`src/design/dbg_pkg.sv`:
```
package dbg_pkg;

  //////////////////////////////////////////////////
  // widths

  // data and debug address width
  localparam int XLEN = 64;
  localparam int PLEN = 64;

  // architectural register file
  localparam int NUM_GPR   = 32;
  localparam int GPR_IDX_W = $clog2(NUM_GPR);

  // pc after reset
  localparam logic [XLEN-1:0] RESET_PC = 64'h200;

  //////////////////////////////////////////////////
  // hardware breakpoints

  localparam int NUM_BP   = 4;
  localparam int BP_SEL_W = $clog2(NUM_BP);

  //////////////////////////////////////////////////
  // debug address map, word addresses

  localparam logic [PLEN-1:0] ADR_CTRL     = 64'h0000;
  localparam logic [PLEN-1:0] ADR_HIT      = 64'h0001;
  localparam logic [PLEN-1:0] ADR_PC       = 64'h0002;
  // read-only
  localparam logic [PLEN-1:0] ADR_INSTRET  = 64'h0003;
  // bp address regs, one word each
  localparam logic [PLEN-1:0] ADR_BP_BASE  = 64'h0010;
  // x0 .. x31
  localparam logic [PLEN-1:0] ADR_GPR_BASE = 64'h1000;

  // control register fields
  localparam int CTRL_STEP   = 0;
  localparam int CTRL_BP_LSB = 4;

  //////////////////////////////////////////////////
  // halt reason bits

  localparam int HIT_STEP = 0;
  localparam int HIT_BP   = 1;
  localparam int HIT_W    = 2;

endpackage

```
`src/design/hart_core.sv`:
```
`timescale 1ns/100ps

module hart_core import dbg_pkg::*; (
  input  logic                 clk,
  input  logic                 rstn,

  // retire strobe from the breakpoint unit
  input  logic                 retire_en_i,

  // debugger pc write
  input  logic                 pc_we_i,
  input  logic [XLEN-1:0]      pc_wdat_i,

  // debugger gpr access
  input  logic                 gpr_we_i,
  input  logic [GPR_IDX_W-1:0] gpr_idx_i,
  input  logic [XLEN-1:0]      gpr_wdat_i,
  output logic [XLEN-1:0]      gpr_rdat_o,

  // architectural state seen by the debugger
  output logic [XLEN-1:0]      pc_o,
  output logic [XLEN-1:0]      instret_o
);

  //////////////////////////////////////////////////
  // state

  logic [XLEN-1:0] pc;
  logic [XLEN-1:0] instret;

  // integer register file
  logic [XLEN-1:0] gpr [NUM_GPR];

  //////////////////////////////////////////////////
  // program counter

  // no fetch or execute here, the hart just walks through
  // sequential 4-byte instructions
  always_ff @(posedge clk, negedge rstn) begin
    if (!rstn) begin
      pc <= RESET_PC;
    end else if (pc_we_i) begin
      // redirect beats the advance
      pc <= pc_wdat_i;
    end else if (retire_en_i) begin
      pc <= pc + XLEN'(4);
    end
  end

  //////////////////////////////////////////////////
  // retire counter

  always_ff @(posedge clk, negedge rstn) begin
    if (!rstn) begin
      instret <= '0;
    end else if (retire_en_i) begin
      instret <= instret + XLEN'(1);
    end
  end

  //////////////////////////////////////////////////
  // gpr file

  // x0 is hardwired, never written
  always_ff @(posedge clk) begin
    if (gpr_we_i && (gpr_idx_i != '0)) begin
      gpr[gpr_idx_i] <= gpr_wdat_i;
    end
  end

  // async read, x0 reads zero
  assign gpr_rdat_o = (gpr_idx_i == '0) ? '0 : gpr[gpr_idx_i];

  // outputs
  assign pc_o      = pc;
  assign instret_o = instret;

endmodule

```
`src/design/dbg_bp_unit.sv`:
```
`timescale 1ns/100ps

module dbg_bp_unit import dbg_pkg::*; (
  input  logic                clk,
  input  logic                rstn,

  // host stall level
  input  logic                stall_i,

  // current pc of the hart
  input  logic [XLEN-1:0]     pc_i,

  // control bits
  input  logic                step_en_i,
  input  logic [NUM_BP-1:0]   bp_ena_i,

  // breakpoint address access
  input  logic                bp_we_i,
  input  logic [BP_SEL_W-1:0] bp_sel_i,
  input  logic [XLEN-1:0]     bp_wdat_i,
  output logic [XLEN-1:0]     bp_rdat_o,

  // halt reason, write one to clear
  input  logic [HIT_W-1:0]    hit_clr_i,
  output logic [HIT_W-1:0]    hit_o,
  output logic                halt_o,

  // hart may retire this cycle
  output logic                retire_en_o
);

  //////////////////////////////////////////////////
  // signals

  logic [XLEN-1:0]   bp_adr [NUM_BP];
  logic [NUM_BP-1:0] bp_match;
  logic              bp_block;
  logic              skip;
  logic [HIT_W-1:0]  hit;
  logic [HIT_W-1:0]  hit_set;

  //////////////////////////////////////////////////
  // breakpoint address registers

  always_ff @(posedge clk) begin
    if (bp_we_i) begin
      bp_adr[bp_sel_i] <= bp_wdat_i;
    end
  end

  assign bp_rdat_o = bp_adr[bp_sel_i];

  //////////////////////////////////////////////////
  // match and retire decision

  // compare pc against every enabled entry
  always_comb begin
    for (int i = 0; i < NUM_BP; i++) begin
      bp_match[i] = bp_ena_i[i] && (pc_i == bp_adr[i]);
    end
  end

  // skip lets the hart step off the bp it just halted on
  assign bp_block = (|bp_match) && !stall_i && !skip;

  assign halt_o      = |hit;
  assign retire_en_o = !stall_i && !halt_o && !bp_block;

  // armed by any stall, dropped by the next retire
  always_ff @(posedge clk, negedge rstn) begin
    if (!rstn) begin
      skip <= 1'b0;
    end else if (stall_i) begin
      skip <= 1'b1;
    end else if (retire_en_o) begin
      skip <= 1'b0;
    end
  end

  //////////////////////////////////////////////////
  // sticky hit bits

  // step sets on the same edge as the retire it covers
  always_comb begin
    hit_set           = '0;
    hit_set[HIT_BP]   = bp_block;
    hit_set[HIT_STEP] = retire_en_o && step_en_i;
  end

  // a new hit wins over a clear in the same cycle
  always_ff @(posedge clk, negedge rstn) begin
    if (!rstn) begin
      hit <= '0;
    end else begin
      hit <= (hit & ~hit_clr_i) | hit_set;
    end
  end

  assign hit_o = hit;

endmodule

```
`src/design/dbg_regs.sv`:
```
`timescale 1ns/100ps

module dbg_regs import dbg_pkg::*; (
  input  logic                 clk,
  input  logic                 rstn,

  // debug port from the host
  input  logic                 dbg_stall_i,
  input  logic                 dbg_stb_i,
  input  logic                 dbg_we_i,
  input  logic [PLEN-1:0]      dbg_adr_i,
  input  logic [XLEN-1:0]      dbg_dat_i,
  output logic [XLEN-1:0]      dbg_dat_o,
  output logic                 dbg_ack_o,

  // control register fields
  output logic                 step_en_o,
  output logic [NUM_BP-1:0]    bp_ena_o,

  // breakpoint unit
  output logic                 bp_we_o,
  output logic [BP_SEL_W-1:0]  bp_sel_o,
  output logic [XLEN-1:0]      bp_wdat_o,
  input  logic [XLEN-1:0]      bp_rdat_i,
  output logic [HIT_W-1:0]     hit_clr_o,
  input  logic [HIT_W-1:0]     hit_i,

  // hart
  output logic                 pc_we_o,
  output logic [XLEN-1:0]      pc_wdat_o,
  input  logic [XLEN-1:0]      pc_i,
  input  logic [XLEN-1:0]      instret_i,
  output logic                 gpr_we_o,
  output logic [GPR_IDX_W-1:0] gpr_idx_o,
  output logic [XLEN-1:0]      gpr_wdat_o,
  input  logic [XLEN-1:0]      gpr_rdat_i
);

  //////////////////////////////////////////////////
  // signals

  logic              busy;
  logic              start;
  logic              wr;
  logic              sel_ctrl;
  logic              sel_hit;
  logic              sel_pc;
  logic              sel_instret;
  logic              sel_bp;
  logic              sel_gpr;
  logic              ctrl_step;
  logic [NUM_BP-1:0] ctrl_bp_ena;
  logic [XLEN-1:0]   ctrl_rd;
  logic [XLEN-1:0]   rd_data;

  //////////////////////////////////////////////////
  // strobe / ack handshake

  // first sampled stb starts the access, busy blocks a repeat
  // until stb has been seen low again
  assign start = dbg_stb_i && !busy;
  assign wr    = start && dbg_we_i;

  always_ff @(posedge clk, negedge rstn) begin
    if (!rstn) begin
      busy      <= 1'b0;
      dbg_ack_o <= 1'b0;
    end else begin
      busy      <= dbg_stb_i;
      // single cycle ack
      dbg_ack_o <= start;
    end
  end

  //////////////////////////////////////////////////
  // address decode

  assign sel_ctrl    = (dbg_adr_i == ADR_CTRL);
  assign sel_hit     = (dbg_adr_i == ADR_HIT);
  assign sel_pc      = (dbg_adr_i == ADR_PC);
  assign sel_instret = (dbg_adr_i == ADR_INSTRET);
  assign sel_bp      = (dbg_adr_i >= ADR_BP_BASE) && (dbg_adr_i < ADR_BP_BASE + NUM_BP);
  assign sel_gpr     = (dbg_adr_i >= ADR_GPR_BASE) && (dbg_adr_i < ADR_GPR_BASE + NUM_GPR);

  //////////////////////////////////////////////////
  // control register

  always_ff @(posedge clk, negedge rstn) begin
    if (!rstn) begin
      ctrl_step   <= 1'b0;
      ctrl_bp_ena <= '0;
    end else if (wr && sel_ctrl) begin
      ctrl_step   <= dbg_dat_i[CTRL_STEP];
      ctrl_bp_ena <= dbg_dat_i[CTRL_BP_LSB +: NUM_BP];
    end
  end

  assign step_en_o = ctrl_step;
  assign bp_ena_o  = ctrl_bp_ena;

  // unused ctrl bits read zero
  always_comb begin
    ctrl_rd                         = '0;
    ctrl_rd[CTRL_STEP]              = ctrl_step;
    ctrl_rd[CTRL_BP_LSB +: NUM_BP]  = ctrl_bp_ena;
  end

  //////////////////////////////////////////////////
  // write strobes

  // bp and hit writes work while the hart runs
  assign bp_we_o   = wr && sel_bp;
  assign bp_sel_o  = dbg_adr_i[BP_SEL_W-1:0];
  assign bp_wdat_o = dbg_dat_i;
  assign hit_clr_o = (wr && sel_hit) ? dbg_dat_i[HIT_W-1:0] : '0;

  // pc and gpr only change under stall, else acked and dropped
  assign pc_we_o    = wr && sel_pc && dbg_stall_i;
  assign pc_wdat_o  = dbg_dat_i;
  assign gpr_we_o   = wr && sel_gpr && dbg_stall_i;
  assign gpr_idx_o  = dbg_adr_i[GPR_IDX_W-1:0];
  assign gpr_wdat_o = dbg_dat_i;

  //////////////////////////////////////////////////
  // read mux

  // unmapped reads zero
  always_comb begin
    rd_data = '0;
    if (sel_ctrl)    rd_data = ctrl_rd;
    if (sel_hit)     rd_data = XLEN'(hit_i);
    if (sel_pc)      rd_data = pc_i;
    if (sel_instret) rd_data = instret_i;
    if (sel_bp)      rd_data = bp_rdat_i;
    if (sel_gpr)     rd_data = gpr_rdat_i;
  end

  // captured on the start edge, valid during ack
  always_ff @(posedge clk) begin
    if (start) begin
      dbg_dat_o <= rd_data;
    end
  end

endmodule

```
`src/design/dbg_top.sv`:
```
`timescale 1ns/100ps

module dbg_top import dbg_pkg::*; (
  input  logic            clk,
  input  logic            rstn,

  // debug port
  input  logic            dbg_stall_i,
  input  logic            dbg_stb_i,
  input  logic            dbg_we_i,
  input  logic [PLEN-1:0] dbg_adr_i,
  input  logic [XLEN-1:0] dbg_dat_i,
  output logic [XLEN-1:0] dbg_dat_o,
  output logic            dbg_ack_o,
  output logic            dbg_bp_o
);

  //////////////////////////////////////////////////
  // internal nets

  // regs to bp unit
  logic                 step_en;
  logic [NUM_BP-1:0]    bp_ena;
  logic                 bp_we;
  logic [BP_SEL_W-1:0]  bp_sel;
  logic [XLEN-1:0]      bp_wdat;
  logic [XLEN-1:0]      bp_rdat;
  logic [HIT_W-1:0]     hit_clr;
  logic [HIT_W-1:0]     hit;

  // regs to hart
  logic                 pc_we;
  logic [XLEN-1:0]      pc_wdat;
  logic                 gpr_we;
  logic [GPR_IDX_W-1:0] gpr_idx;
  logic [XLEN-1:0]      gpr_wdat;
  logic [XLEN-1:0]      gpr_rdat;

  // hart state and retire
  logic [XLEN-1:0]      pc;
  logic [XLEN-1:0]      instret;
  logic                 retire_en;

  //////////////////////////////////////////////////
  // blocks

  hart_core hart_core_i (
    .clk         (clk),
    .rstn        (rstn),
    .retire_en_i (retire_en),
    .pc_we_i     (pc_we),
    .pc_wdat_i   (pc_wdat),
    .gpr_we_i    (gpr_we),
    .gpr_idx_i   (gpr_idx),
    .gpr_wdat_i  (gpr_wdat),
    .gpr_rdat_o  (gpr_rdat),
    .pc_o        (pc),
    .instret_o   (instret)
  );

  // bp level to the host is the halt flag
  dbg_bp_unit dbg_bp_unit_i (
    .clk         (clk),
    .rstn        (rstn),
    .stall_i     (dbg_stall_i),
    .pc_i        (pc),
    .step_en_i   (step_en),
    .bp_ena_i    (bp_ena),
    .bp_we_i     (bp_we),
    .bp_sel_i    (bp_sel),
    .bp_wdat_i   (bp_wdat),
    .bp_rdat_o   (bp_rdat),
    .hit_clr_i   (hit_clr),
    .hit_o       (hit),
    .halt_o      (dbg_bp_o),
    .retire_en_o (retire_en)
  );

  dbg_regs dbg_regs_i (
    .clk         (clk),
    .rstn        (rstn),
    .dbg_stall_i (dbg_stall_i),
    .dbg_stb_i   (dbg_stb_i),
    .dbg_we_i    (dbg_we_i),
    .dbg_adr_i   (dbg_adr_i),
    .dbg_dat_i   (dbg_dat_i),
    .dbg_dat_o   (dbg_dat_o),
    .dbg_ack_o   (dbg_ack_o),
    .step_en_o   (step_en),
    .bp_ena_o    (bp_ena),
    .bp_we_o     (bp_we),
    .bp_sel_o    (bp_sel),
    .bp_wdat_o   (bp_wdat),
    .bp_rdat_i   (bp_rdat),
    .hit_clr_o   (hit_clr),
    .hit_i       (hit),
    .pc_we_o     (pc_we),
    .pc_wdat_o   (pc_wdat),
    .pc_i        (pc),
    .instret_i   (instret),
    .gpr_we_o    (gpr_we),
    .gpr_idx_o   (gpr_idx),
    .gpr_wdat_o  (gpr_wdat),
    .gpr_rdat_i  (gpr_rdat)
  );

endmodule

```
`config.mk`:
```
export PLATFORM = sky130hd
export DESIGN_NAME = dbg_top
export DESIGN_NICKNAME = d
export VERILOG_FILES = /design/src/design/dbg_pkg.sv /design/src/design/hart_core.sv /design/src/design/dbg_bp_unit.sv /design/src/design/dbg_regs.sv /design/src/design/dbg_top.sv
export SDC_FILE = /design/constraint.sdc
export NUM_CORES = 2
export LEC_CHECK = 0
export ABC_AREA = 1
export BUFFER_PORTS_ARGS = -buffer_cell sky130_fd_sc_hd__buf_2
export CORE_MARGIN = 10
export CORE_UTILIZATION = 62
export CTS_BUF_LIST = sky130_fd_sc_hd__clkbuf_8 sky130_fd_sc_hd__clkbuf_16
export CTS_CLUSTER_SIZE = 10
export DETAILED_ROUTE_END_ITERATION = 7
export PLACE_DENSITY = 0.79
export SLEW_MARGIN = 15
export SYNTH_ARGS = -nofsm -noshare
export SYNTH_HDL_FRONTEND = slang
export SYNTH_SLANG_ARGS = --single-unit
```
`constraint.sdc`:
```
create_clock -name clk -period 8.5 [get_ports clk]
set_input_delay 0.425 -clock clk [delete_from_list [all_inputs] [get_ports clk]]
set_output_delay 0.425 -clock clk [all_outputs]
set_load 0.05 [all_outputs]
```
# After elaboration in Yosys (flattened, before gate mapping)
# Memories as Yosys holds them, arrays and structs flattened.
# Cells that the tools add are included.
# totals
register_bits,202
mem_bits_rw,2304
out_inout_bits,66
mem_count,2
# op_classes
addsub,2
magnitude_cmp,4
eq_ne,7
n_mux,16
bitwise_logic,3
n_reduce_logical,33
# mem_list
memory,words,width,rd,rd_ports_with_merged_regs,write_ports,line,source
hart_core_i.gpr,32,64,1,0,1,hart_core.sv:32,logic [XLEN-1:0] gpr [NUM_GPR];
dbg_bp_unit_i.bp_adr,4,64,5,0,1,dbg_bp_unit.sv:35,logic [XLEN-1:0] bp_adr [NUM_BP];
# op_table
cell,n
two-way mux 64 bit,7
equality test 64 bit,4
equality test 64 x 2 -> 1 bit (second input constant),2
adder 64 x 1 -> 64 bit (second input constant),1
adder 64 x 3 -> 64 bit (second input constant),1
equality test 64 x 1 -> 1 bit (second input constant),1
>= comparator 64 x 13 -> 1 bit (second input constant),1
>= comparator 64 x 5 -> 1 bit (second input constant),1
logical NOT 64 bit,1
< comparator 64 x 13 -> 1 bit (second input constant),1
< comparator 64 x 5 -> 1 bit (second input constant),1
logical AND 1 bit,21
two-way mux 8 bit,2
two-way mux 1 bit,6
logical NOT 1 bit,5
logical NOT 5 bit,1
nonzero test 5 bit,1
nonzero test 2 bit,2
OR reduction 4 bit,1
bitwise AND 2 bit,1
two-way mux 2 bit,1
inverter 2 bit,1
OR 2 bit,1
OR reduction 2 bit,1

# Logic depth before layout (Yosys ltp)
# An unclocked memory read counts as a cell.
# depth
word_depth,10
mapped_depth,19

# Modules after synthesis
# From an unflattened synthesis, not the netlist that was laid out.
# unflattened
cells_unflattened,9963
area_unflattened_um2,107404.3
# by_module_without_submodules
module,instances,cells_per_inst,area_per_inst_um2
hart_core,1,7548,87391.3
dbg_bp_unit,1,1457,13375.3
dbg_regs,1,958,6637.6

# Worst setup path before layout
# Ideal clock, no wire load.
# synth_path
path_kind,input to register
startpoint,in dbg_stb_i
endpoint,"mem hart_core_i.gpr[10][0], enable pin"
setup_ps,487
arrival_time_ps,6751
slack_ps,1262
cell_stages,6
cell_sequence,inv_1 nor2_1 nand2_1 nor2_1 nand3_1 nor2_1
# synth_via
elab_chain_len,7
# synth_rtl
element,line,source
from (decl),dbg_top.sv:9,"input logic dbg_stb_i,"
logical AND 1 bit,dbg_regs.sv:61,assign start = dbg_stb_i && !busy;
named net dbg_regs_i.start,dbg_regs.sv:43,logic start;
logical AND 1 bit,dbg_regs.sv:62,assign wr = start && dbg_we_i;
logical AND 1 bit (2 in a row),dbg_regs.sv:120,assign gpr_we_o = wr && sel_gpr && dbg_stall_i;
logical AND 1 bit,hart_core.sv:66,if (gpr_we_i && (gpr_idx_i != '0)) begin
two-way mux 1 bit,hart_core.sv:66,
two-way mux 1 bit (implied by the code),hart_core.sv:67,gpr[gpr_idx_i] <= gpr_wdat_i;
to (decl),hart_core.sv:32,
# The timed path passes the listed nets, and every way through them passes these cells.

# Worst setup path in the final report
# layout_path
startpoint,reg dbg_regs_i.busy
endpoint,"mem hart_core_i.gpr[27][29], enable pin"
# layout_via
elab_chain_len,8
# layout_rtl
element,line,source
from (decl),dbg_regs.sv:42,logic busy;
from (signal assigned),dbg_regs.sv:69,busy <= dbg_stb_i;
logical NOT 1 bit,dbg_regs.sv:61,
logical AND 1 bit,dbg_regs.sv:61,
named net dbg_regs_i.start,dbg_regs.sv:43,
logical AND 1 bit,dbg_regs.sv:62,
logical AND 1 bit (2 in a row),dbg_regs.sv:120,
logical AND 1 bit,hart_core.sv:66,
two-way mux 1 bit,hart_core.sv:66,
two-way mux 1 bit (implied by the code),hart_core.sv:67,
# The timed path passes the listed nets, and every way through them passes these cells.

==> out/results.tsv <==
stage	metric	value	unit
timing	fin_hold_ws	0.07065	ns
detailed_routing	vias	71419	
synth	async_flop_share	0.05507	
synth	syn_avg_cell_area	13.40	um^2
critical_path	worstSetupPathType	flip-flop to flip-flop	
place	dp.cells	9688	
detailed_routing	drtAntennaViolNets	0	
detailed_routing	viasPerCell	7.092	
floorplan	chipHeight	424.1	um
place	routabilityCongestion	1.047	
synth	synth_edf_count	2368	
global_routing	antenna_found_initial	33	
critical_path	path_cells	nor2_4 > buf_4 > nand2_1 > nor2_1 > nand3_1 > nor2_4 > buf_4	
floorplan	initial_core_util	0.6226	
timing	drv_slew	2	
synth	synthDistinctLibCells	56	
clock_tree	cts_tree	yes	
timing	layout_setup_ws	3.556	ns
timing	period_minus_slack	4.944	ns
synth	synthFlopType	edfxtp_1	
synth	synth-xor-area-share	0.01211	
layout	final_util	0.6962	
clock_tree	cts-root-buf	clkbuf_16	
place	dp_hpwl	239700	um
place	placed_cell_area	104900	um^2
critical_path	cp.arrival	5.47	ns
global_routing	grt_overflow	0	
place	place_worst_setup_slack	3.003	ns
layout	fillCellCount	10636	
timing	rsz0062_at_grt	no	
floorplan	die_area	179800	um^2
synth	synth_fa_ha_area_frac	0.0002472	
status	violations	capacitance limit, slew limit	
detailed_routing	drt_iter0_drc	13146	
synth	synth_top_family_by_area	compound AO/OA/AOI/OAI gates	
layout	nets	7959	
timing	finalHoldViolations	0	
place	port_buffers	198	
timing	maxSlewHeadroom	-0.02389	
min_path	min_path_type	input port to flip-flop	
synth	synth_compound_area_frac	0.1297	
pwr	power_density	241.7	nW/um^2
layout	area.growth.synth_to_final	11.82	%
clock_tree	cts_setup_buffers	0	
run	maxCapViolCount	1	
global_routing	grt_pass1_vias	66978	
synth	yosys_register_bits	2506	
global_routing	track_usage	0.4041	
global_routing	grt_pass1_wl	515300	um
timing	clock_skew	0.07907	ns
synth	synth-simple-area-share	0.08853	
pwr	peakVddDrop	0.3038	mV
global_routing	grt_start_max_net_pins	139	
synth	yosysWarnings	0	
critical_path	worst_setup_path_end_kind	flip-flop	
floorplan	rows	148	
pwr	p_leak	39.06	nW
layout	layout-drive-gt1-share	0.1115	
timing	finalSetupViolations	0	
pwr	p_total	27.36	mW
clock_tree	ctsResizeCount	0	
status	status	complete, but fails checks	
timing	timing.final.crit_share	0.5816	
layout	final_cells	10071	
layout	fin_area	113200	um^2
floorplan	core-area	162600	um^2
synth	mappedNetlistArea	101200	um^2
critical_path	critical_path.slowest_cell	nor2_4	
clock_tree	numCtsBuffers	307	
detailed_routing	wire_per_inst	36.92	um
timing	fin_setup_tns	0	ns
detailed_routing	wirelength	371800	um
clock_tree	clk_path_buf_depth	4	
clock_tree	cts-htree-levels	5	
detailed_routing	drc	0	
timing	fmax	202.3	MHz
detailed_routing	drtPass1Iterations	8	
synth	synth_mux_area_frac	0.0007416	
critical_path	cp_max_fo	37	
clock_tree	cts.sink_count	2506	
synth	synthCells	7553	
critical_path	slowest_delay	1.12	ns
clock_tree	path_clk_slew	0.06	ns
synth	synth.yosys.seq_area_share	0.7366	
critical_path	r2r_setup_slack	3.56	ns
floorplan	die_x	424.1	um
clock_tree	clk_latency	0.94	ns
critical_path	cp-start-kind	flip-flop	
timing	worst_pin_slew	1.520	ns
floorplan	ios	199	
critical_path	cp.required	9.02	ns
-- layout make-up --
| type | count | area (um^2) | share of cell area |
|---|---|---|---|
| Clock buffer | 318 | 7913 | 0.06991 |
| Inverter | 386 | 1485 | 0.01312 |
| Antenna cell | 15 | 37.54 | 0.0003316 |
| Timing Repair Buffer | 325 | 2131 | 0.01883 |
| Sequential cell | 2506 | 74560 | 0.6588 |
| Clock inverter | 48 | 301.5 | 0.002664 |
| Tap cell | 2175 | 2721 | 0.02404 |
| Multi-Input combinational cell | 4298 | 24030 | 0.2123 |
-- timing repair --
action,4_1_cts,5_1_grt
endpoints found under the hold margin,88,0
setup endpoints to repair,0,0
hold buffers,2,0
-- worst paths after layout --
path,start,to,cells past startpoint
setup reg to reg,dbg_regs_i.busy,hart_core_i.gpr[27][29],7
min in group asynchronous,rstn,hart_core_i.instret_o[56],2
setup / recovery,dbg_regs_i.busy,hart_core_i.gpr[27][29],7
hold reg to reg,hart_core_i.instret_o[63],hart_core_i.instret_o[63],2
hold / removal,dbg_stall_i,dbg_bp_unit_i.skip,3
max in group asynchronous,rstn,hart_core_i.pc_o[19],3
-- Yosys cell counts, types with 4 or more instances --
cell,n,area share
edfxtp_1,2368,0.70
nand2_1,1181,0.044
a22oi_1,1088,0.081
a21oi_1,492,0.024
nor2_1,374,0.014
inv_1,329,0.012
clkbuf_1,234,0.0087
o21ai_0,215,0.011
nand3_1,171,0.0085
dfrtp_1,137,0.034
nor3_1,127,0.0063
xor2_1,111,0.0096
buf_2,105,0.0052
or2_2,87,0.0054
buf_1,74,0.0027
a41oi_1,64,0.0055
nand4_1,56,0.0035
inv_2,55,0.0020
nor4_1,49,0.0030
a2111oi_0,36,0.0031
o31ai_1,36,0.0027
o21ai_1,33,0.0016
xnor2_1,29,0.0025
or3_1,22,0.0014
buf_4,8,0.00059
nor2_2,7,0.00043
o22ai_1,7,0.00043
or2_1,6,0.00037
nor2_4,5,0.00056
or2_0,5,0.00031
buf_6,4,0.00044
mux2_2,4,0.00044
-- critical path, delay by kind of cell, from the launching register on --
kind	cells	cell delay [ns]
and+or+nand+nor	5	2.93
DFF	1	0.39
buffers and inverters	2	1.14
-- logic make-up after synthesis --
logic type               count (synthesis)
other                                    1
AND/OR/NAND/NOR                       2106
adder cells (fa/ha/maj)                  2
buffers and inverters                  812
AO/OA/AOI/OAI                         1979
multiplexers                             7
XOR/XNOR                               140
flip-flops                            2506
-- flip-flops by register name (all words and copies together), names as in the netlist --
signal	flops
dbg_regs_i.dbg_ack_o	1
hart_core_i.instret_o	64
dbg_bp_unit_i.hit_o	2
dbg_regs_i.dbg_dat_o	64
dbg_bp_unit_i.skip	1
dbg_bp_unit_i.bp_adr	256
hart_core_i.pc_o	64
dbg_regs_i.bp_ena_o	4
dbg_regs_i.step_en_o	1
hart_core_i.gpr	2048
dbg_regs_i.busy	1
-- cell usage in the layout (no fill, tap or decap), types with 64 or more instances in the layout --
master | Yosys | layout
inv_1 | 329 | 352
buf_2 | 105 | 197
or2_2 | 87 | 87
clkbuf_16 | 0 | 314
dfrtp_1 | 137 | 137
buf_4 | 8 | 111
nor2_1 | 374 | 335
nor3_1 | 127 | 121
nand2_1 | 1181 | 1180
conb_1 | 1 | 64
o21ai_0 | 215 | 209
a21oi_1 | 492 | 492
nand3_1 | 171 | 171
a22oi_1 | 1088 | 1088
a41oi_1 | 64 | 64
xor2_1 | 111 | 111
edfxtp_1 | 2368 | 2368
-- report_power, final --
part / switching [mW] / internal [mW] / total (mW) / leakage [nW]
Clock: 4.67 / 6.62 / 11.3 / 4.15
Combinational: 1.70 / 0.480 / 2.18 / 11.9
Sequential: 0.255 / 13.6 / 13.9 / 23.0
-- per-layer routing --
| layer | GRT usage | up-vias | share of wire |
|---|---|---|---|
| met5 | 0 | - | 0.00047 |
| met4 | 0.2392 | 26 | 0.075 |
| met3 | 0.09893 | 1148 | 0.13 |
| met1 | 0.5236 | 34884 | 0.34 |
| li1 | - | 28809 | - |
| met2 | 0.6229 | 6552 | 0.46 |
Note: power is estimated with default switching activity, not from simulation.
